## src/design/csr_macros.svh

```systemverilog
/* CSR block constants
   data width, machine CSR addresses, mstatus bit positions and trap causes */
`ifndef CSR_MACROS_SVH
`define CSR_MACROS_SVH

// machine word width
`define CSR_XLEN 64

// implemented machine CSR addresses
`define CSR_MSTATUS  12'h300
`define CSR_MTVEC    12'h305
`define CSR_MSCRATCH 12'h340
`define CSR_MEPC     12'h341
`define CSR_MCAUSE   12'h342
// read-only, always reads as hart 0
`define CSR_MHARTID  12'hF14

// writable mstatus bits
`define CSR_MIE_BIT  3
`define CSR_MPIE_BIT 7
// MPP field, hardwired to machine mode
`define CSR_MPP_LO   11
`define CSR_MPP_HI   12

// mcause values
`define CAUSE_ILLEGAL 2
`define CAUSE_BREAK   3
`define CAUSE_ECALL_M 11

`endif

```

## src/design/csrPkg.sv

```systemverilog
/* CSR and trap block types
   request, command, state and response structs shared by the RTL and testbench */
`default_nettype none

`include "csr_macros.svh"

package csrPkg;

    // kind of SYSTEM instruction handed over by execute
    typedef enum logic [1:0] {
        SYS_CSR,
        SYS_ECALL,
        SYS_EBREAK,
        SYS_MRET
    } sysKindE;

    // read-modify-write flavour of a CSR instruction
    typedef enum logic [1:0] {
        CSR_OP_WRITE,
        CSR_OP_SET,
        CSR_OP_CLEAR
    } csrOpE;

    // raw request from execute
    typedef struct packed {
        logic                 valid;
        sysKindE              kind;
        logic [`CSR_XLEN-1:0] pc;
        logic [2:0]           funct3;
        logic [11:0]          csrAddr;
        logic [4:0]           rs1Idx;
        logic [`CSR_XLEN-1:0] rs1Data;
    } sysReqT;

    // decoded, legal CSR access
    typedef struct packed {
        logic                 valid;
        csrOpE                op;
        logic [11:0]          addr;
        logic [`CSR_XLEN-1:0] src;
        logic                 writeEn;
    } csrCmdT;

    // trap entry or MRET
    typedef struct packed {
        logic                 valid;
        logic                 isMret;
        logic [`CSR_XLEN-1:0] cause;
        logic [`CSR_XLEN-1:0] epc;
    } trapCmdT;

    // CSR state the trap path needs
    typedef struct packed {
        logic [`CSR_XLEN-1:0] mtvec;
        logic [`CSR_XLEN-1:0] mepc;
        logic                 mie;
        logic                 mpie;
    } csrStateT;

    // registered reply to the pipeline
    typedef struct packed {
        logic                 valid;
        logic [`CSR_XLEN-1:0] rdData;
        logic                 redirect;
        logic [`CSR_XLEN-1:0] redirectPc;
    } sysRespT;

endpackage

`default_nettype wire

```

## src/design/csrDecode.sv

```systemverilog
/* CSR request decoder
   splits a SYSTEM request into a legal CSR command or a trap command */
`timescale 1ns/1ps
`default_nettype none

`include "csr_macros.svh"

module csrDecode (
    input  csrPkg::sysReqT  req,
    output csrPkg::csrCmdT  csrCmd,
    output csrPkg::trapCmdT trapCmd
);

    csrPkg::csrOpE        op;
    logic                 opOk;
    logic                 immForm;
    logic [`CSR_XLEN-1:0] srcVal;
    logic                 wantWrite;
    logic                 addrOk;
    logic                 roViolation;
    logic                 csrLegal;
    logic                 isCsr;

    // funct3 to operation, 000 and 100 are unused
    always_comb begin
        op   = csrPkg::CSR_OP_WRITE;
        opOk = 1'b1;
        case (req.funct3)
            3'b001, 3'b101: op = csrPkg::CSR_OP_WRITE;
            3'b010, 3'b110: op = csrPkg::CSR_OP_SET;
            3'b011, 3'b111: op = csrPkg::CSR_OP_CLEAR;
            default:        opOk = 1'b0;
        endcase
    end

    // immediate forms carry zimm in the rs1 field
    assign immForm = req.funct3[2];
    assign srcVal  = immForm ? {{(`CSR_XLEN-5){1'b0}}, req.rs1Idx} : req.rs1Data;

    // set/clear with x0 or zimm 0 is a pure read
    assign wantWrite = (op == csrPkg::CSR_OP_WRITE) || (req.rs1Idx != 5'd0);

    // implemented address set
    always_comb begin
        case (req.csrAddr)
            `CSR_MSTATUS,
            `CSR_MTVEC,
            `CSR_MSCRATCH,
            `CSR_MEPC,
            `CSR_MCAUSE,
            `CSR_MHARTID: addrOk = 1'b1;
            default:      addrOk = 1'b0;
        endcase
    end

    // mhartid may be read but never written
    assign roViolation = (req.csrAddr == `CSR_MHARTID) && wantWrite;
    assign csrLegal    = opOk && addrOk && !roViolation;
    assign isCsr       = (req.kind == csrPkg::SYS_CSR);

    // legal CSR access
    always_comb begin
        csrCmd.valid   = req.valid && isCsr && csrLegal;
        csrCmd.op      = op;
        csrCmd.addr    = req.csrAddr;
        csrCmd.src     = srcVal;
        csrCmd.writeEn = wantWrite;
    end

    // everything else goes to the trap path
    always_comb begin
        trapCmd.valid  = req.valid && !(isCsr && csrLegal);
        trapCmd.isMret = (req.kind == csrPkg::SYS_MRET);
        trapCmd.epc    = req.pc;
        case (req.kind)
            csrPkg::SYS_ECALL:  trapCmd.cause = `CSR_XLEN'(`CAUSE_ECALL_M);
            csrPkg::SYS_EBREAK: trapCmd.cause = `CSR_XLEN'(`CAUSE_BREAK);
            // cause unused by MRET
            csrPkg::SYS_MRET:   trapCmd.cause = '0;
            default:            trapCmd.cause = `CSR_XLEN'(`CAUSE_ILLEGAL);
        endcase
    end

endmodule

`default_nettype wire

```

## src/design/csrFile.sv

```systemverilog
/* machine CSR storage
   reads the addressed CSR and applies read-modify-write and trap updates */
`timescale 1ns/1ps
`default_nettype none

`include "csr_macros.svh"

module csrFile (
    input  logic                   clk,
    input  logic                   arstN,
    input  csrPkg::csrCmdT         csrCmd,
    input  csrPkg::trapCmdT        trapCmd,
    output logic [`CSR_XLEN-1:0]   rdData,
    output csrPkg::csrStateT       csrState
);

    // mtvec, mepc and the mstatus bits live in the state struct
    csrPkg::csrStateT     state;
    logic [`CSR_XLEN-1:0] mscratch;
    logic [`CSR_XLEN-1:0] mcause;

    logic [`CSR_XLEN-1:0] mstatusRd;
    logic [`CSR_XLEN-1:0] wrVal;
    logic                 csrWr;

    // mstatus view, MPP pinned to machine mode
    always_comb begin
        mstatusRd                           = '0;
        mstatusRd[`CSR_MIE_BIT]             = state.mie;
        mstatusRd[`CSR_MPIE_BIT]            = state.mpie;
        mstatusRd[`CSR_MPP_HI:`CSR_MPP_LO]  = 2'b11;
    end

    // old value of the addressed CSR
    always_comb begin
        case (csrCmd.addr)
            `CSR_MSTATUS:  rdData = mstatusRd;
            `CSR_MTVEC:    rdData = state.mtvec;
            `CSR_MSCRATCH: rdData = mscratch;
            `CSR_MEPC:     rdData = state.mepc;
            `CSR_MCAUSE:   rdData = mcause;
            // mhartid and unknown addresses
            default:       rdData = '0;
        endcase
    end

    // new value from old value and source
    always_comb begin
        case (csrCmd.op)
            csrPkg::CSR_OP_SET:   wrVal = rdData | csrCmd.src;
            csrPkg::CSR_OP_CLEAR: wrVal = rdData & ~csrCmd.src;
            default:              wrVal = csrCmd.src;
        endcase
    end

    assign csrWr = csrCmd.valid && csrCmd.writeEn;

    always_ff @(posedge clk or negedge arstN) begin
        if (!arstN) begin
            state    <= '0;
            mscratch <= '0;
            mcause   <= '0;
        end else if (trapCmd.valid) begin
            // decode never raises both commands together
            if (trapCmd.isMret) begin
                // return from trap
                state.mie  <= state.mpie;
                state.mpie <= 1'b1;
            end else begin
                // trap entry, interrupts off
                state.mepc <= {trapCmd.epc[`CSR_XLEN-1:2], 2'b00};
                mcause     <= trapCmd.cause;
                state.mpie <= state.mie;
                state.mie  <= 1'b0;
            end
        end else if (csrWr) begin
            case (csrCmd.addr)
                `CSR_MSTATUS: begin
                    // only MIE and MPIE are kept
                    state.mie  <= wrVal[`CSR_MIE_BIT];
                    state.mpie <= wrVal[`CSR_MPIE_BIT];
                end
                `CSR_MTVEC: begin
                    // direct mode only, base is word aligned
                    state.mtvec <= {wrVal[`CSR_XLEN-1:2], 2'b00};
                end
                `CSR_MSCRATCH: begin
                    mscratch <= wrVal;
                end
                `CSR_MEPC: begin
                    state.mepc <= {wrVal[`CSR_XLEN-1:2], 2'b00};
                end
                `CSR_MCAUSE: begin
                    mcause <= wrVal;
                end
                default: begin
                    // mhartid writes are stopped in decode
                end
            endcase
        end
    end

    // trap path sees the live register values
    assign csrState = state;

endmodule

`default_nettype wire

```

## src/design/csrUnit.sv

```systemverilog
/* machine CSR and trap unit
   decode, CSR file and trap sequencer, one cycle request to response */
`timescale 1ns/1ps
`default_nettype none

module csrUnit (
    input  logic            clk,
    input  logic            arstN,
    input  csrPkg::sysReqT  req,
    output csrPkg::sysRespT resp
);

    csrPkg::csrCmdT   csrCmd;
    csrPkg::trapCmdT  trapCmd;
    csrPkg::csrStateT csrState;
    logic [63:0]      rdData;

    // combinational split of the request
    csrDecode decode0 (
        .req     (req),
        .csrCmd  (csrCmd),
        .trapCmd (trapCmd)
    );

    // registers and old-value read
    csrFile file0 (
        .clk      (clk),
        .arstN    (arstN),
        .csrCmd   (csrCmd),
        .trapCmd  (trapCmd),
        .rdData   (rdData),
        .csrState (csrState)
    );

    // response register
    trapUnit trap0 (
        .clk      (clk),
        .arstN    (arstN),
        .trapCmd  (trapCmd),
        .csrValid (csrCmd.valid),
        .rdData   (rdData),
        .csrState (csrState),
        .resp     (resp)
    );

endmodule

`default_nettype wire

```

## src/design/trapUnit.sv

```systemverilog
/* trap sequencer and response register
   builds the one-cycle reply with old CSR data or a redirect target */
`timescale 1ns/1ps
`default_nettype none

`include "csr_macros.svh"

module trapUnit (
    input  logic                   clk,
    input  logic                   arstN,
    input  csrPkg::trapCmdT        trapCmd,
    input  logic                   csrValid,
    input  logic [`CSR_XLEN-1:0]   rdData,
    input  csrPkg::csrStateT       csrState,
    output csrPkg::sysRespT        resp
);

    logic                 anyValid;
    logic [`CSR_XLEN-1:0] trapTarget;

    // control flops
    logic                 validQ;
    logic                 redirectQ;
    // payload flops
    logic [`CSR_XLEN-1:0] rdDataQ;
    logic [`CSR_XLEN-1:0] redirectPcQ;

    assign anyValid = csrValid || trapCmd.valid;

    // MRET returns to mepc, anything else enters at the mtvec base
    assign trapTarget = trapCmd.isMret ? csrState.mepc : csrState.mtvec;

    always_ff @(posedge clk or negedge arstN) begin
        if (!arstN) begin
            validQ    <= 1'b0;
            redirectQ <= 1'b0;
        end else begin
            validQ    <= anyValid;
            redirectQ <= trapCmd.valid;
        end
    end

    // payload only moves with a request
    always_ff @(posedge clk) begin
        if (anyValid) begin
            if (trapCmd.valid) begin
                // traps and MRET write nothing back
                rdDataQ     <= '0;
                redirectPcQ <= trapTarget;
            end else begin
                // old CSR value, sampled before the file updates
                rdDataQ     <= rdData;
                redirectPcQ <= '0;
            end
        end
    end

    assign resp.valid      = validQ;
    assign resp.redirect   = redirectQ;
    assign resp.rdData     = rdDataQ;
    assign resp.redirectPc = redirectPcQ;

endmodule

`default_nettype wire

```

## config.mk

```make
export PLATFORM = sky130hd
export DESIGN_NAME = csrUnit
export DESIGN_NICKNAME = d
export VERILOG_FILES = /design/src/design/csrPkg.sv /design/src/design/csrDecode.sv /design/src/design/csrFile.sv /design/src/design/csrUnit.sv /design/src/design/trapUnit.sv
export VERILOG_INCLUDE_DIRS = /design/src /design/src/design
export SDC_FILE = /design/constraint.sdc
export NUM_CORES = 1
export LEC_CHECK = 0
export ABC_AREA = 1
export BUFFER_PORTS_ARGS = -buffer_cell sky130_fd_sc_hd__buf_4
export CAP_MARGIN = 20
export CORE_ASPECT_RATIO = 0.7
export CORE_UTILIZATION = 50
export DETAILED_ROUTE_END_ITERATION = 7
export GPL_TIMING_DRIVEN = 0
export PLACE_DENSITY = 0.76
export SYNTH_ARGS = -nofsm -noshare
export SYNTH_HDL_FRONTEND = slang
export SYNTH_SLANG_ARGS = --single-unit
```

## constraint.sdc

```tcl
create_clock -name clk -period 1.45 [get_ports clk]
set_input_delay 0.29 -clock clk [delete_from_list [all_inputs] [get_ports clk]]
set_output_delay 0.29 -clock clk [all_outputs]
set_load 0.05 [all_outputs]
```

==> impl_metrics.env <==
export IMPL_status="complete, but fails checks"
export IMPL_violations="negative hold slack, negative setup slack"
export IMPL_critPathMaxStageDelay_ps=180
export IMPL_root_buffer="clkbuf_16"
export IMPL_drtIter0Drc=2725
export IMPL_gp_congestion=0.946
export IMPL_worst_slack_ps=-284
export IMPL_num_rows=60
export IMPL_die_w_um=241
export IMPL_syn_inst=2605
export IMPL_whs_ps=-365
export IMPL_skew_ps=19.2
export IMPL_drc=0
export IMPL_io_pins=283
export IMPL_coreArea_mm2=0.0389
export IMPL_crit_slowest_cell="a21oi_4"
export IMPL_cp_data_required_time_ps=1880
export IMPL_totalWireLength_um=71200
export IMPL_crit_arrival_ps=2160
export IMPL_worstPathCellList="buf_12 > inv_16 > nand2_8 > ha_4 > nor2_2 > nand4_1 > buf_6 > a21oi_4 > nand2_4 > nor2_4 > buf_6 > nand2_8 > buf_12 > clkbuf_16 > nand2_1 > o21ai_1"
export IMPL_p_per_area_mw_per_mm2=987
export IMPL_setup_viol=394
export IMPL_critPathKind="input port to register"
export IMPL_grt_pass1_wl_um=107000
export IMPL_hold_violations=49
export IMPL_cts_tree="yes"
export IMPL_hold_path_class="input port to asynchronous set/reset pin"
export IMPL_worst_slew_pin_slew_ps=1100
export IMPL_routedWlPerCell_um=20.1
export IMPL_cts_htree_levels=2
export IMPL_path_buf_inv=6
export IMPL_clock_latency_ps=550
export IMPL_clkTransAtPathRegs_ps=60
export IMPL_syn_area_mm2=0.0200
export IMPL_p_total_w=0.0257
export IMPL_grt_use_met2=0.508
export IMPL_max_freq_mhz=577
export IMPL_fin_crit_ps=1730
export IMPL_end_kind="register"
export IMPL_cp_max_fo=8
export IMPL_ys_seq_area_frac=0.511
export IMPL_track_usage=0.345
export IMPL_grt_pass1_vias=19000
export IMPL_ys_types=36
export IMPL_top_usage_layer="met2"
export IMPL_cp_start_kind="input port"
export IMPL_ant_nets=0
export IMPL_maxCapViolations=0
export IMPL_antenna_found_initial=2
export IMPL_peakVddDrop_mv=0.840
export IMPL_final_nets=3137
export IMPL_cts_sinks=382
export IMPL_io_buffer_count=277
export IMPL_avgSynthCellArea_um2=7.66
export IMPL_overflow=0
export IMPL_ys_ff_latch=382
export IMPL_grt_max_degree=128
export IMPL_die_h_um=169
export IMPL_cts_made_buffers=40
export IMPL_slew_violations=0
export IMPL_start_util=0.513
export IMPL_dr_pass1_iters=6
export IMPL_crit_family="buffers and inverters"
export IMPL_dp_slack_ps=-1420
export IMPL_clk_path_buf_depth=3
export IMPL_drive_gt1_frac=0.231
export IMPL_dieArea_mm2=0.0407
export IMPL_use_met1=0.489
export IMPL_vias=20200
export IMPL_viasPerCell=5.70
export IMPL_met3_usage=0.0747
export IMPL_yosysWarnings=0
export IMPL_timing_setup_tns_ps=-77040
export IMPL_p_leak_nw=13.1
export IMPL_areaGrowthSynthToFinish_pct=30.5
export IMPL_slew_headroom=0.267
export IMPL_period_share=1.20
export IMPL_dp_hpwl_um=47800
export IMPL_rsz0062_at_grt="true"
synth_stat cells:
| master | count | area share |
|---|---|---|
| nand2_1 | 1066 | 0.20 |
| dfrtp_1 | 256 | 0.32 |
| nor2_1 | 212 | 0.040 |
| nand3_1 | 200 | 0.050 |
| inv_1 | 159 | 0.030 |
| o21ai_0 | 155 | 0.039 |
| edfxtp_1 | 126 | 0.19 |
| o21ai_1 | 92 | 0.023 |
| buf_2 | 76 | 0.019 |
| clkbuf_1 | 72 | 0.014 |
| nand4_1 | 62 | 0.019 |
| mux2i_1 | 59 | 0.030 |
| buf_4 | 15 | 0.0056 |
| nand2_2 | 8 | 0.0025 |
| ha_1 | 7 | 0.0044 |
| a21oi_1 | 5 | 0.0013 |
| inv_2 | 5 | 0.00094 |
| buf_1 | 4 | 0.00075 |
| nor2_4 | 4 | 0.0023 |
| a211oi_1 | 3 | 0.0011 |
| a221oi_1 | 2 | 0.00088 |
| a31oi_1 | 2 | 0.00063 |
| or2_2 | 2 | 0.00063 |
| a21boi_0 | 1 | 0.00038 |
| a21boi_1 | 1 | 0.00038 |
| a21oi_2 | 1 | 0.00044 |
| clkbuf_2 | 1 | 0.00025 |
| clkinv_1 | 1 | 0.00019 |
| conb_1 | 1 | 0.00019 |
| nand3_2 | 1 | 0.00050 |
| nand3b_1 | 1 | 0.00038 |
| nor2_2 | 1 | 0.00031 |
| nor3_1 | 1 | 0.00025 |
| nor3_2 | 1 | 0.00050 |
| o21a_1 | 1 | 0.00038 |
| o22ai_1 | 1 | 0.00031 |
routing by layer:
layer  share of wire  vias to the layer above  wire length [µm]
met1            0.42                     9577             29700
met3            0.11                      225              7550
met4           0.046                        0              3270
met5               0                        -                 0
met2            0.43                     1221             30700
li1                -                     9135                 -
registers in the layout (all words and copies together), names as in the netlist:
| register | cells |
|---|---|
| file0.csrState | 126 |
| file0.mcause | 64 |
| file0.mscratch | 64 |
| trap0.rdDataQ | 64 |
| trap0.redirectPcQ | 62 |
| trap0.redirectQ | 1 |
| trap0.validQ | 1 |
cell usage in the layout (no fill, tap or decap), drive strengths merged:
cell type / count
nand2: 1074
buf: 417
dfrtp: 256
o21ai: 247
nor2: 217
nand3: 201
inv: 164
clkbuf: 138
edfxtp: 126
nand4: 62
mux2i: 59
clkinv: 10
ha: 7
a21oi: 6
a211oi: 3
bufbuf: 3
diode: 2
or2: 2
a221oi: 2
a31oi: 2
conb: 2
clkinvlp: 2
nor3: 2
a21boi: 2
o22ai: 1
o21a: 1
nand3b: 1
logic make-up after synthesis:
group,synth area share
buffers and inverters,0.0703
other,0.000188
multiplexers,0.0296
AND/OR/NAND/NOR,0.317
AO/OA/AOI/OAI,0.0677
flip-flops,0.511
adder cells (fa/ha/maj),0.00439
worst paths after layout:
kind / endpoint / start / depth (start not counted) / slack (ps)
max: file0.mscratch[53] / req[81] / 16 / -280
min: file0.csrState[39] / arstN / 1 / -360
max reg2reg: file0.csrState[9] / file0.csrState[0] / 10 / 110
min reg2reg: file0.mcause[3] / file0.mcause[3] / 2 / 480
max in group asynchronous: file0.csrState[63] / arstN / 3 / 400
min in group clk: file0.csrState[25] / req[107] / 5 / 30
stage by stage:
step,hold WS (ps),util,instances,instance area (µm²)
after floorplan,-5.59,-,2606,20300
after global placement,458,0.592,3410,23000
after detailed placement,225,0.594,3412,23100
after CTS,-357,0.652,3520,25400
after global routing,-342,0.670,3536,26100
final,-365,0.670,3536,26100
repair_timing:
action	in CTS	in global routing
setup endpoints to repair	397	397
setup buffers	33	8
pin swaps	14	18
gates resized for setup	206	158
endpoints found under the hold margin	49	49
gates cloned	6	6
worst reg2reg max path, cell delays in order (launching register included):
cell and delay, ps:
dfrtp_1 420, nand3_1 100, nand2_1 60, nor2_1 120, nand2_1 70, nand2_1 60
nand2_1 80, nand3_1 150, nand2_1 70, nand2_1 60, nand2_1 50
final cells by class:
class	count	area (µm²)
Buffer	165	1570
Multi-Input combinational cell	1891	8930
Clock inverter	11	55.1
Antenna cell	2	5.00
Timing Repair Buffer	332	2830
Inverter	165	649
Fill cell	3268	12800
Clock buffer	61	1160
Sequential cell	382	10200
Tap cell	527	659
power breakdown:
part           internal (W)  leakage, nW  switching [W]
clock network       0.00552        0.591        0.00435
registers            0.0117         4.77       0.000314
logic               0.00129         7.70        0.00260
total                0.0185         13.1        0.00726
Note: power is estimated with default switching activity, not from simulation.
